--- src/rtl/axi_wb_cfg.svh ---
`ifndef AXI_WB_CFG_SVH
`define AXI_WB_CFG_SVH

// AXI4-Lite side widths
`define AXI_ADDR_W   10
`define AXI_DATA_W   32

// Wishbone side widths, word address taken from AXI byte address bits 8 down to 2
`define WB_DATA_W    8
`define WB_ADR_W     7

// Register peripheral layout and timing
`define REG_COUNT    16
`define WB_ACK_DELAY 2
`define WB_TIMEOUT   16

`endif

--- src/rtl/axi_wb_pkg.sv ---
package axi_wb_pkg;

    // Direction of one bridged transfer
    typedef enum logic {
        OP_READ  = 1'b0,
        OP_WRITE = 1'b1
    } bus_op_e;

    // AXI response codes, EXOKAY is never produced
    typedef enum logic [1:0] {
        RESP_OKAY   = 2'b00,
        RESP_SLVERR = 2'b10,
        RESP_DECERR = 2'b11
    } axi_resp_e;

    // Wishbone cycle controller states
    typedef enum logic [1:0] {
        WB_IDLE   = 2'd0,
        WB_ACTIVE = 2'd1,
        WB_DONE   = 2'd2
    } wb_state_e;

endpackage

--- src/rtl/axi_lite_slave.sv ---
`timescale 1ns/1ps
`include "axi_wb_cfg.svh"

module axi_lite_slave (
    input  logic                       S_AXI_ACLK,
    input  logic                       S_AXI_ARESETN,
    // Write address and write data channels
    input  logic [`AXI_ADDR_W-1:0]     s_axi_awaddr_i,
    input  logic                       s_axi_awvalid_i,
    output logic                       s_axi_awready_o,
    input  logic [`AXI_DATA_W-1:0]     s_axi_wdata_i,
    input  logic [`AXI_DATA_W/8-1:0]   s_axi_wstrb_i,
    input  logic                       s_axi_wvalid_i,
    output logic                       s_axi_wready_o,
    // Write response channel
    output logic [1:0]                 s_axi_bresp_o,
    output logic                       s_axi_bvalid_o,
    input  logic                       s_axi_bready_i,
    // Read address and read data channels
    input  logic [`AXI_ADDR_W-1:0]     s_axi_araddr_i,
    input  logic                       s_axi_arvalid_i,
    output logic                       s_axi_arready_o,
    output logic [`AXI_DATA_W-1:0]     s_axi_rdata_o,
    output logic [1:0]                 s_axi_rresp_o,
    output logic                       s_axi_rvalid_o,
    input  logic                       s_axi_rready_i,
    // Towards the Wishbone cycle controller
    input  logic                       cyc_busy_i,
    input  logic                       cyc_done_i,
    input  axi_wb_pkg::axi_resp_e      cyc_resp_i,
    input  logic [`WB_DATA_W-1:0]      cyc_rdat_i,
    output logic                       cyc_start_o,
    output axi_wb_pkg::bus_op_e        cyc_op_o,
    output logic [`WB_ADR_W-1:0]       cyc_adr_o,
    output logic [`WB_DATA_W-1:0]      cyc_wdat_o,
    output logic                       cyc_sel_o,
    output logic                       busy_o
);
    import axi_wb_pkg::*;

    // One transaction in flight, from the ready pulse until its response is taken
    logic                   pending;
    logic                   aw_rdy;
    logic                   ar_rdy;
    // Start request waiting for the controller to be idle
    logic                   req_q;
    // Latched request payload
    bus_op_e                op_q;
    logic [`WB_ADR_W-1:0]   adr_q;
    logic [`WB_DATA_W-1:0]  wdat_q;
    logic                   sel_q;
    // Channel handshakes
    logic                   wr_hs;
    logic                   rd_hs;
    logic                   b_hs;
    logic                   r_hs;

    assign wr_hs = aw_rdy && s_axi_awvalid_i && s_axi_wvalid_i;
    assign rd_hs = ar_rdy && s_axi_arvalid_i;
    assign b_hs  = s_axi_bvalid_o && s_axi_bready_i;
    assign r_hs  = s_axi_rvalid_o && s_axi_rready_i;

    // AW and W are always accepted together
    assign s_axi_awready_o = aw_rdy;
    assign s_axi_wready_o  = aw_rdy;
    assign s_axi_arready_o = ar_rdy;
    assign busy_o          = pending;

    // Acceptance, write wins when both channels request in the same cycle
    always_ff @(posedge S_AXI_ACLK)
    begin
        if (!S_AXI_ARESETN)
        begin
            pending <= 1'b0;
            aw_rdy  <= 1'b0;
            ar_rdy  <= 1'b0;
        end
        else
        begin
            // Ready is a single-cycle pulse
            aw_rdy <= 1'b0;
            ar_rdy <= 1'b0;
            if (!pending)
            begin
                if (s_axi_awvalid_i && s_axi_wvalid_i)
                begin
                    aw_rdy  <= 1'b1;
                    pending <= 1'b1;
                end
                else if (s_axi_arvalid_i)
                begin
                    ar_rdy  <= 1'b1;
                    pending <= 1'b1;
                end
            end
            // Free again once the master has taken the response
            else if (b_hs || r_hs)
            begin
                pending <= 1'b0;
            end
        end
    end

    // Capture address, low data byte and strobe bit at the handshake
    always_ff @(posedge S_AXI_ACLK)
    begin
        if (wr_hs)
        begin
            op_q   <= OP_WRITE;
            adr_q  <= s_axi_awaddr_i[`WB_ADR_W+1:2];
            wdat_q <= s_axi_wdata_i[`WB_DATA_W-1:0];
            sel_q  <= s_axi_wstrb_i[0];
        end
        else if (rd_hs)
        begin
            op_q  <= OP_READ;
            adr_q <= s_axi_araddr_i[`WB_ADR_W+1:2];
            // Reads always select the single byte lane
            sel_q <= 1'b1;
        end
    end

    // Hold the request until the controller is idle
    always_ff @(posedge S_AXI_ACLK)
    begin
        if (!S_AXI_ARESETN)
        begin
            req_q <= 1'b0;
        end
        else if (wr_hs || rd_hs)
        begin
            req_q <= 1'b1;
        end
        else if (!cyc_busy_i)
        begin
            req_q <= 1'b0;
        end
    end

    assign cyc_start_o = req_q && !cyc_busy_i;
    assign cyc_op_o    = op_q;
    assign cyc_adr_o   = adr_q;
    assign cyc_wdat_o  = wdat_q;
    assign cyc_sel_o   = sel_q;

    // Response registers, held steady until accepted
    always_ff @(posedge S_AXI_ACLK)
    begin
        if (!S_AXI_ARESETN)
        begin
            s_axi_bvalid_o <= 1'b0;
            s_axi_bresp_o  <= RESP_OKAY;
            s_axi_rvalid_o <= 1'b0;
            s_axi_rresp_o  <= RESP_OKAY;
            s_axi_rdata_o  <= '0;
        end
        else
        begin
            if (b_hs)
                s_axi_bvalid_o <= 1'b0;
            if (r_hs)
                s_axi_rvalid_o <= 1'b0;
            // Route the finished cycle to the matching channel
            if (cyc_done_i && op_q == OP_WRITE)
            begin
                s_axi_bvalid_o <= 1'b1;
                s_axi_bresp_o  <= cyc_resp_i;
            end
            else if (cyc_done_i)
            begin
                s_axi_rvalid_o <= 1'b1;
                s_axi_rresp_o  <= cyc_resp_i;
                // Byte zero-extended, nothing returned on an error
                if (cyc_resp_i == RESP_OKAY)
                    s_axi_rdata_o <= {{(`AXI_DATA_W-`WB_DATA_W){1'b0}}, cyc_rdat_i};
                else
                    s_axi_rdata_o <= '0;
            end
        end
    end

endmodule

--- src/rtl/wb_cycle.sv ---
`timescale 1ns/1ps
`include "axi_wb_cfg.svh"

module wb_cycle (
    input  logic                    S_AXI_ACLK,
    input  logic                    S_AXI_ARESETN,
    // Request from the AXI front end
    input  logic                    start_i,
    input  axi_wb_pkg::bus_op_e     op_i,
    input  logic [`WB_ADR_W-1:0]    adr_i,
    input  logic [`WB_DATA_W-1:0]   wdat_i,
    input  logic                    sel_i,
    output logic                    busy_o,
    output logic                    done_o,
    output axi_wb_pkg::axi_resp_e   resp_o,
    output logic [`WB_DATA_W-1:0]   rdat_o,
    // Classic Wishbone master
    input  logic                    wb_ack_i,
    input  logic                    wb_err_i,
    input  logic [`WB_DATA_W-1:0]   wb_dat_i,
    output logic                    wb_cyc_o,
    output logic                    wb_stb_o,
    output logic                    wb_we_o,
    output logic [`WB_ADR_W-1:0]    wb_adr_o,
    output logic [`WB_DATA_W-1:0]   wb_dat_o,
    output logic                    wb_sel_o
);
    import axi_wb_pkg::*;

    localparam int TMO_W = $clog2(`WB_TIMEOUT);

    wb_state_e          state;
    // Cycles spent with the strobe up and no answer
    logic [TMO_W-1:0]   wait_cnt;
    logic               expired;

    assign expired = (wait_cnt == TMO_W'(`WB_TIMEOUT - 1));
    assign busy_o  = (state != WB_IDLE);
    // One-cycle finish pulse, the cycle after the bus answered
    assign done_o  = (state == WB_DONE);

    always_ff @(posedge S_AXI_ACLK)
    begin
        if (!S_AXI_ARESETN)
        begin
            state    <= WB_IDLE;
            wb_cyc_o <= 1'b0;
            wb_stb_o <= 1'b0;
            wait_cnt <= '0;
            resp_o   <= RESP_OKAY;
            rdat_o   <= '0;
        end
        else
        begin
            case (state)
                WB_IDLE:
                begin
                    if (start_i)
                    begin
                        state    <= WB_ACTIVE;
                        wb_cyc_o <= 1'b1;
                        wb_stb_o <= 1'b1;
                        wait_cnt <= '0;
                    end
                end
                WB_ACTIVE:
                begin
                    // Acknowledge has priority over error
                    if (wb_ack_i)
                    begin
                        resp_o <= RESP_OKAY;
                        rdat_o <= wb_dat_i;
                    end
                    else if (wb_err_i)
                        resp_o <= RESP_SLVERR;
                    else if (expired)
                        resp_o <= RESP_DECERR;
                    // Any of the three ends the bus cycle
                    if (wb_ack_i || wb_err_i || expired)
                    begin
                        state    <= WB_DONE;
                        wb_cyc_o <= 1'b0;
                        wb_stb_o <= 1'b0;
                    end
                    else
                        wait_cnt <= wait_cnt + 1'b1;
                end
                WB_DONE:
                    state <= WB_IDLE;
                default:
                    state <= WB_IDLE;
            endcase
        end
    end

    // Bus payload is loaded once per cycle
    always_ff @(posedge S_AXI_ACLK)
    begin
        if (state == WB_IDLE && start_i)
        begin
            wb_we_o  <= (op_i == OP_WRITE);
            wb_adr_o <= adr_i;
            wb_dat_o <= wdat_i;
            wb_sel_o <= sel_i;
        end
    end

endmodule

--- src/rtl/wb_reg_file.sv ---
`timescale 1ns/1ps
`include "axi_wb_cfg.svh"

module wb_reg_file (
    input  logic                    S_AXI_ACLK,
    input  logic                    S_AXI_ARESETN,
    // Classic Wishbone slave
    input  logic                    wb_cyc_i,
    input  logic                    wb_stb_i,
    input  logic                    wb_we_i,
    input  logic [`WB_ADR_W-1:0]    wb_adr_i,
    input  logic [`WB_DATA_W-1:0]   wb_dat_i,
    input  logic                    wb_sel_i,
    output logic                    wb_ack_o,
    output logic                    wb_err_o,
    output logic [`WB_DATA_W-1:0]   wb_dat_o
);
    localparam int IDX_W = $clog2(`REG_COUNT);
    localparam int DLY_W = $clog2(`WB_ACK_DELAY + 1);

    logic [`WB_DATA_W-1:0]  regs [`REG_COUNT];
    // Wait states since the strobe was first seen
    logic [DLY_W-1:0]       wait_cnt;
    logic                   strobe;
    logic                   answer;
    logic                   in_reg;
    logic                   in_err;
    logic [IDX_W-1:0]       idx;

    // Strobe still waiting for its answer
    assign strobe = wb_cyc_i && wb_stb_i && !wb_ack_o && !wb_err_o;
    assign answer = strobe && (wait_cnt == DLY_W'(`WB_ACK_DELAY - 1));
    // Register window, then an equally sized error window, silence above
    assign in_reg = (int'(wb_adr_i) < `REG_COUNT);
    assign in_err = !in_reg && (int'(wb_adr_i) < 2 * `REG_COUNT);
    assign idx    = wb_adr_i[IDX_W-1:0];

    always_ff @(posedge S_AXI_ACLK)
    begin
        if (!S_AXI_ARESETN)
        begin
            wb_ack_o <= 1'b0;
            wb_err_o <= 1'b0;
            wb_dat_o <= '0;
            wait_cnt <= '0;
            for (int i = 0; i < `REG_COUNT; i++)
                regs[i] <= '0;
        end
        else
        begin
            // ack and err are single-cycle pulses
            wb_ack_o <= 1'b0;
            wb_err_o <= 1'b0;
            if (!strobe)
                wait_cnt <= '0;
            else if (answer)
            begin
                wait_cnt <= '0;
                if (in_reg)
                begin
                    wb_ack_o <= 1'b1;
                    wb_dat_o <= regs[idx];
                    // Byte lane must be selected for the write to land
                    if (wb_we_i && wb_sel_i)
                        regs[idx] <= wb_dat_i;
                end
                else if (in_err)
                    wb_err_o <= 1'b1;
            end
            else
                wait_cnt <= wait_cnt + 1'b1;
        end
    end

endmodule

--- src/rtl/axi_wb_bridge_top.sv ---
`timescale 1ns/1ps
`include "axi_wb_cfg.svh"

module axi_wb_bridge_top (
    input  logic                       S_AXI_ACLK,
    input  logic                       S_AXI_ARESETN,
    input  logic [`AXI_ADDR_W-1:0]     s_axi_awaddr_i,
    input  logic                       s_axi_awvalid_i,
    output logic                       s_axi_awready_o,
    input  logic [`AXI_DATA_W-1:0]     s_axi_wdata_i,
    input  logic [`AXI_DATA_W/8-1:0]   s_axi_wstrb_i,
    input  logic                       s_axi_wvalid_i,
    output logic                       s_axi_wready_o,
    output logic [1:0]                 s_axi_bresp_o,
    output logic                       s_axi_bvalid_o,
    input  logic                       s_axi_bready_i,
    input  logic [`AXI_ADDR_W-1:0]     s_axi_araddr_i,
    input  logic                       s_axi_arvalid_i,
    output logic                       s_axi_arready_o,
    output logic [`AXI_DATA_W-1:0]     s_axi_rdata_o,
    output logic [1:0]                 s_axi_rresp_o,
    output logic                       s_axi_rvalid_o,
    input  logic                       s_axi_rready_i,
    output logic                       busy_o
);
    import axi_wb_pkg::*;

    // Front end to cycle controller
    logic                   cyc_start;
    bus_op_e                cyc_op;
    logic [`WB_ADR_W-1:0]   cyc_adr;
    logic [`WB_DATA_W-1:0]  cyc_wdat;
    logic                   cyc_sel;
    logic                   cyc_busy;
    logic                   cyc_done;
    axi_resp_e              cyc_resp;
    logic [`WB_DATA_W-1:0]  cyc_rdat;
    // Wishbone bus between controller and peripheral
    logic                   wb_cyc;
    logic                   wb_stb;
    logic                   wb_we;
    logic [`WB_ADR_W-1:0]   wb_adr;
    logic [`WB_DATA_W-1:0]  wb_wdat;
    logic                   wb_sel;
    logic                   wb_ack;
    logic                   wb_err;
    logic [`WB_DATA_W-1:0]  wb_rdat;

    axi_lite_slave u_axi (
        .S_AXI_ACLK      (S_AXI_ACLK),
        .S_AXI_ARESETN   (S_AXI_ARESETN),
        .s_axi_awaddr_i  (s_axi_awaddr_i),
        .s_axi_awvalid_i (s_axi_awvalid_i),
        .s_axi_awready_o (s_axi_awready_o),
        .s_axi_wdata_i   (s_axi_wdata_i),
        .s_axi_wstrb_i   (s_axi_wstrb_i),
        .s_axi_wvalid_i  (s_axi_wvalid_i),
        .s_axi_wready_o  (s_axi_wready_o),
        .s_axi_bresp_o   (s_axi_bresp_o),
        .s_axi_bvalid_o  (s_axi_bvalid_o),
        .s_axi_bready_i  (s_axi_bready_i),
        .s_axi_araddr_i  (s_axi_araddr_i),
        .s_axi_arvalid_i (s_axi_arvalid_i),
        .s_axi_arready_o (s_axi_arready_o),
        .s_axi_rdata_o   (s_axi_rdata_o),
        .s_axi_rresp_o   (s_axi_rresp_o),
        .s_axi_rvalid_o  (s_axi_rvalid_o),
        .s_axi_rready_i  (s_axi_rready_i),
        .cyc_busy_i      (cyc_busy),
        .cyc_done_i      (cyc_done),
        .cyc_resp_i      (cyc_resp),
        .cyc_rdat_i      (cyc_rdat),
        .cyc_start_o     (cyc_start),
        .cyc_op_o        (cyc_op),
        .cyc_adr_o       (cyc_adr),
        .cyc_wdat_o      (cyc_wdat),
        .cyc_sel_o       (cyc_sel),
        .busy_o          (busy_o)
    );

    wb_cycle u_cyc (
        .S_AXI_ACLK    (S_AXI_ACLK),
        .S_AXI_ARESETN (S_AXI_ARESETN),
        .start_i       (cyc_start),
        .op_i          (cyc_op),
        .adr_i         (cyc_adr),
        .wdat_i        (cyc_wdat),
        .sel_i         (cyc_sel),
        .busy_o        (cyc_busy),
        .done_o        (cyc_done),
        .resp_o        (cyc_resp),
        .rdat_o        (cyc_rdat),
        .wb_ack_i      (wb_ack),
        .wb_err_i      (wb_err),
        .wb_dat_i      (wb_rdat),
        .wb_cyc_o      (wb_cyc),
        .wb_stb_o      (wb_stb),
        .wb_we_o       (wb_we),
        .wb_adr_o      (wb_adr),
        .wb_dat_o      (wb_wdat),
        .wb_sel_o      (wb_sel)
    );

    wb_reg_file u_regs (
        .S_AXI_ACLK    (S_AXI_ACLK),
        .S_AXI_ARESETN (S_AXI_ARESETN),
        .wb_cyc_i      (wb_cyc),
        .wb_stb_i      (wb_stb),
        .wb_we_i       (wb_we),
        .wb_adr_i      (wb_adr),
        .wb_dat_i      (wb_wdat),
        .wb_sel_i      (wb_sel),
        .wb_ack_o      (wb_ack),
        .wb_err_o      (wb_err),
        .wb_dat_o      (wb_rdat)
    );

endmodule

--- config.mk ---
export PLATFORM = sky130hd
export DESIGN_NAME = axi_wb_bridge_top
export DESIGN_NICKNAME = d
export VERILOG_FILES = /design/src/rtl/axi_wb_pkg.sv /design/src/rtl/axi_lite_slave.sv /design/src/rtl/wb_cycle.sv /design/src/rtl/wb_reg_file.sv /design/src/rtl/axi_wb_bridge_top.sv
export VERILOG_INCLUDE_DIRS = /design/src /design/src/rtl
export SDC_FILE = /design/constraint.sdc
export NUM_CORES = 1
export LEC_CHECK = 0
export BUFFER_PORTS_ARGS = -buffer_cell sky130_fd_sc_hd__buf_2
export CORE_ASPECT_RATIO = 2
export CORE_MARGIN = 1
export CORE_UTILIZATION = 35
export CTS_BUF_LIST = sky130_fd_sc_hd__clkbuf_2 sky130_fd_sc_hd__clkbuf_4 sky130_fd_sc_hd__clkbuf_8
export DETAILED_ROUTE_END_ITERATION = 12
export GPL_TIMING_DRIVEN = 1
export PLACE_DENSITY_LB_ADDON = 0.2
export SETUP_SLACK_MARGIN = 0.5
export SYNTH_ARGS = -nofsm -noshare
export SYNTH_HDL_FRONTEND = slang
export SYNTH_SLANG_ARGS = --single-unit
--- constraint.sdc ---
create_clock -name S_AXI_ACLK -period 2.84 [get_ports S_AXI_ACLK]
set_input_delay 0.142 -clock S_AXI_ACLK [delete_from_list [all_inputs] [get_ports S_AXI_ACLK]]
set_output_delay 0.142 -clock S_AXI_ACLK [all_outputs]
set_load 0.02 [all_outputs]
==> results by stage <==
Timing:
- The final hold violation count was 0.
- The normalized max-slew margin is 53.5%.
- Setup repair after global routing could not meet its margin everywhere.
- The total negative slack for setup checks is 0 ns.
- Between clock sinks in the finished design, the worst skew comes to 0.0255 ns.
- The transition time at the pin with the least slew margin is 0.698 ns.
- The maximum clock frequency is 437 MHz.
- The worst path in the final design needs a cycle of 2.29 ns, including I/O delays and setup.
- The total count of max-transition violations in the final report is 0.
- After layout, the worst path uses 80.6% of the clock period.
- The number of setup violations in the final report is 0.

Die:
- The initialized floorplan defines 82 standard-cell rows.
- The initial core utilization is 35.6%.
- The y dimension of the die is 228 µm.
- The I/O pin count is 105.
- The die outline width is 115 µm.
- The region available for standard cell placement spans 25000 µm².
- The die covers 26100 µm².

Synth:
- The total number of yosys warnings is 0.
- In the post-synthesis netlist, the biggest area contributors are sky130_fd_sc_hd__edfxtp_1 54%, sky130_fd_sc_hd__dfxtp_1 11%, sky130_fd_sc_hd__and2_1 9.1%.
- The fraction of synthesized cell area taken by the top area cell type is 54.3%.
- Ranked by instance count, the synthesized netlist is headed by 161 x sky130_fd_sc_hd__edfxtp_1, 129 x sky130_fd_sc_hd__and2_1, 48 x sky130_fd_sc_hd__dfxtp_1.
- The synthesized design spends more area on one cell type than any other, namely sky130_fd_sc_hd__edfxtp_1.
- For this run, the leading register cell type out of synthesis is sky130_fd_sc_hd__edfxtp_1.
- The count of different cell masters after synthesis is 46.
- Yosys mapped a number of flops with a built-in enable equal to 161.
- The cell count after synthesis came out at 643.
- The share of the yosys chip area belonging to registers is 65.0%.
- The synthesized cell area is 8910 µm².
- The mean instance size in the synthesized netlist is 13.9 µm².
- The most frequent cell after synthesis is sky130_fd_sc_hd__edfxtp_1.
- The number of synthesized register bits is 209.
- After synthesis, the share of flip-flops with an asynchronous set or reset is 0%.

Cells and area:
- Compared with the post-synthesis result, the final layout area differs by 19.5%.
- The net total in the final layout is 825.
- The sequential cell area is 5800 µm².
- The filler cell count is 2358.
- The multi-input combinational cells in the finished layout cover a total of 2900 µm².
- In the final layout, the share of cells above drive strength 1 is 25.2%.
- The antenna diode count is 0.

Power:
- Summed over all cells, the static leakage comes to 0.00398 µW.
- The power density normalized to cell area is 585 nW/µm².
- The worst supply voltage drop on vdd is 0.303 mV.
- The design draws 6230 µW.

Worst setup path:
- The kind of capture point of the worst setup path is a flip-flop.
- For the worst setup path, the data required time is 3.12 ns.
- The delay of the slowest cell on the worst path is 0.61 ns.
- The family of cells with the greatest summed delay on the critical path is simple AND/OR/NAND/NOR gates.
- The maximum fanout encountered on the critical timing path is 8.
- The signal on the critical path passes through inv_1 -> ha_2 -> or3b_4 -> or4_4 -> buf_6 -> o21ai_1 -> buf_4.
- The worst-case register-to-register setup slack is 0.55 ns.
- The nature of the critical path startpoint is a flip-flop.
- Counting both buffers and inverters, the worst setup path holds a total of 3.
- The number of cells on the worst reg-to-reg path is 7.
- The slowest cell on the critical path is sky130_fd_sc_hd__or4_4.
- The endpoint of the worst-slack reg-to-reg timing path is u_regs.regs[13][0].
- The arrival time of the worst setup path is 2.57 ns.
- The critical register-to-register path startpoint is u_regs.wait_cnt[1].
- The worst setup path is of the flip-flop to flip-flop kind.

Worst hold path:
- The startpoint of the tightest hold check path is S_AXI_ARESETN.
- The depth of the worst hold-timing path is 3.
- The end point of the most critical hold path is u_cyc.wb_cyc_o.
- The kind of path behind the tightest hold check is input pin to flip-flop.

Clock tree:
- The number of buffers created by CTS is 31.
- In this run the number of H-tree levels came out at 1.
- The insertion delay to the later sink of the worst-skew pair is 0.59 ns.
- The clock passes through at most 3 buffers.
- The clock-pin slew reported for the worst setup and hold paths after clock tree synthesis is 0.06 ns.
- The tree is rooted in a sky130_fd_sc_hd__clkbuf_8.
- TritonCTS built the clock tree.
- The CTS sink count is 209.

Route:
- The antenna violation net count after detailed routing is 0.
- The number of design rule violations left after detail routing is 0.
- The first TritonRoute pass finished after 4 iterations.
- The count of routing violations after the opening detailed-route iteration is 286.
- The total number of vias is 5370.
- In the final routed layout, each cell accounts on average for 18.9 µm.
- The routed design has 21.1 mm of wire.
- The via density per instance is 4.79.

Global routing:
- Global routing finished with a remaining overflow of 0.
- The first global-routing pass estimated 31.6 mm of wire.
- Entering global routing, the biggest net connects 35 pins.
- The number of global-route vias before repair was 5725.
- For this run, the total global-route usage over all layers was measured as 16.7%.
- The initial antenna violation count is 1.

Placed design:
- Summed over all nets, the half-perimeter wirelength after detailed placement is 14.9 mm.
- Routability-driven placement finished with a final weighted congestion of 0.783.
- Input and output buffers added on the ports amount to 47.

Outcome:
- The flow ran to the end, and the final reports show no timing, DRC or antenna violations.

Flow run:
- The tool flagged a number of max-cap violations equal to 0.
-- timing repair --
| action | 4_1_cts | 5_1_grt |
|---|---|---|
| buffers inserted | 6 | 2 |
| hold buffers | 30 | 0 |
| resized for setup | 4 | 8 |
| endpoints found under the hold margin | 23 | 0 |
| endpoints found under the setup margin | 72 | 41 |
| pin swaps | 2 | 4 |
-- sequential cells by signal, summed over array words and instances, names as in the netlist, 2 cells and up --
register,cells
u_regs.regs,128
u_axi.cyc_wdat_o,8
u_axi.s_axi_rdata_o,8
u_cyc.rdat_o,8
u_cyc.wb_dat_o,8
u_regs.wb_dat_o,8
u_axi.cyc_adr_o,7
u_cyc.wb_adr_o,7
u_cyc.wait_cnt,4
u_axi.s_axi_bresp_o,2
u_axi.s_axi_rresp_o,2
u_cyc.resp_o,2
u_cyc.state,2
u_regs.wait_cnt,2
-- cell families after synthesis --
logic type / synth area share (%)
compound gates: 5.15
flops: 65.0
other cells: 0.0421
buf+inv: 3.83
fa+ha+maj: 0.281
mux: 9.20
xor+xnor: 0.0983
simple gates: 16.4
-- metrics by stage --
| step | util, % | instance area (µm²) | hold WS (ns) | cells | worst slack [ns] |
|---|---|---|---|---|---|
| CTS | 42.4 | 10600 | 0.0713 | 1119 | 0.501 |
| finish | 42.5 | 10700 | 0.127 | 1121 | 0.551 |
| global placement | 38.3 | 9580 | 0.321 | 1025 | 0.280 |
| detailed placement | 38.3 | 9580 | 0.320 | 1025 | 0.265 |
| floorplan | - | 9000 | 0.229 | 666 | 0.273 |
| global route | 42.5 | 10700 | 0.118 | 1121 | 0.481 |
-- worst register-to-register path, stage by stage, from the launching register on --
cell and delay, ns:
sky130_fd_sc_hd__dfxtp_1 0.30, sky130_fd_sc_hd__inv_1 0.05, sky130_fd_sc_hd__ha_2 0.17, sky130_fd_sc_hd__or3b_4 0.37
sky130_fd_sc_hd__or4_4 0.61, sky130_fd_sc_hd__buf_6 0.18, sky130_fd_sc_hd__o21ai_1 0.13, sky130_fd_sc_hd__buf_4 0.19
-- layer usage --
layer / global-route usage, % / share of wire (%) / vias to the layer above / routed length, µm
li1: - / - / 2544 / -
met1: 14.7 / 33 / 2636 / 6980
met2: 34.5 / 59 / 138 / 12400
met3: 2.25 / 3.3 / 52 / 693
met4: 9.72 / 4.9 / 0 / 1030
met5: 0 / 0 / - / 0
-- how the worst max path moves through the flow --
stage	start	end	slack, ns	cells past startpoint
floorplan	u_regs.wait_cnt[0]	u_regs.regs[15][0]	0.27	5
global placement	u_regs.wait_cnt[1]	u_regs.regs[15][7]	0.28	7
detailed placement	u_regs.wait_cnt[0]	u_regs.regs[12][3]	0.27	5
CTS	u_regs.wait_cnt[0]	u_regs.regs[12][1]	0.50	5
global route	u_regs.wait_cnt[1]	u_regs.regs[14][5]	0.48	8
finish	u_regs.wait_cnt[1]	u_regs.regs[13][0]	0.55	7
-- cells in the final DEF, fill, tap and decap left out, types with 2 or more instances in the layout --
cell / instances
sky130_fd_sc_hd__a21oi_1: 27
sky130_fd_sc_hd__a22oi_1: 13
sky130_fd_sc_hd__a31oi_1: 7
sky130_fd_sc_hd__and2_1: 129
sky130_fd_sc_hd__and3_1: 4
sky130_fd_sc_hd__buf_12: 2
sky130_fd_sc_hd__buf_2: 47
sky130_fd_sc_hd__buf_4: 35
sky130_fd_sc_hd__buf_6: 2
sky130_fd_sc_hd__clkbuf_4: 18
sky130_fd_sc_hd__clkbuf_8: 37
sky130_fd_sc_hd__conb_1: 24
sky130_fd_sc_hd__dfxtp_1: 47
sky130_fd_sc_hd__dlygate4sd3_1: 30
sky130_fd_sc_hd__edfxtp_1: 161
sky130_fd_sc_hd__inv_1: 4
sky130_fd_sc_hd__mux2_2: 7
sky130_fd_sc_hd__mux2i_1: 2
sky130_fd_sc_hd__mux4_2: 32
sky130_fd_sc_hd__nand2_1: 33
sky130_fd_sc_hd__nand2b_1: 8
sky130_fd_sc_hd__nand3_1: 20
sky130_fd_sc_hd__nand4_1: 3
sky130_fd_sc_hd__nor2_1: 21
sky130_fd_sc_hd__nor2_4: 3
sky130_fd_sc_hd__nor2b_1: 6
sky130_fd_sc_hd__nor3_1: 6
sky130_fd_sc_hd__nor3b_1: 3
sky130_fd_sc_hd__o211a_1: 2
sky130_fd_sc_hd__o21ai_0: 22
sky130_fd_sc_hd__or3_1: 3
sky130_fd_sc_hd__or3b_4: 2
-- power breakdown --
group | switching [µW] | internal, µW | leakage, µW | total, µW
registers | 46.9 | 3360 | 0.00201 | 3410
logic | 158 | 122 | 0.00162 | 280
clock network | 1130 | 1410 | 0.000357 | 2540
-- cell type report --
type / count / area share (%)
Multi-Input combinational cell: 398 / 27.2
Sequential cell: 209 / 54.4
Tap cell: 336 / 3.95
Clock inverter: 3 / 0.176
Timing Repair Buffer: 116 / 8.08
Clock buffer: 55 / 6.05
Inverter: 4 / 0.141
Note: power is estimated with default switching activity, not from simulation.
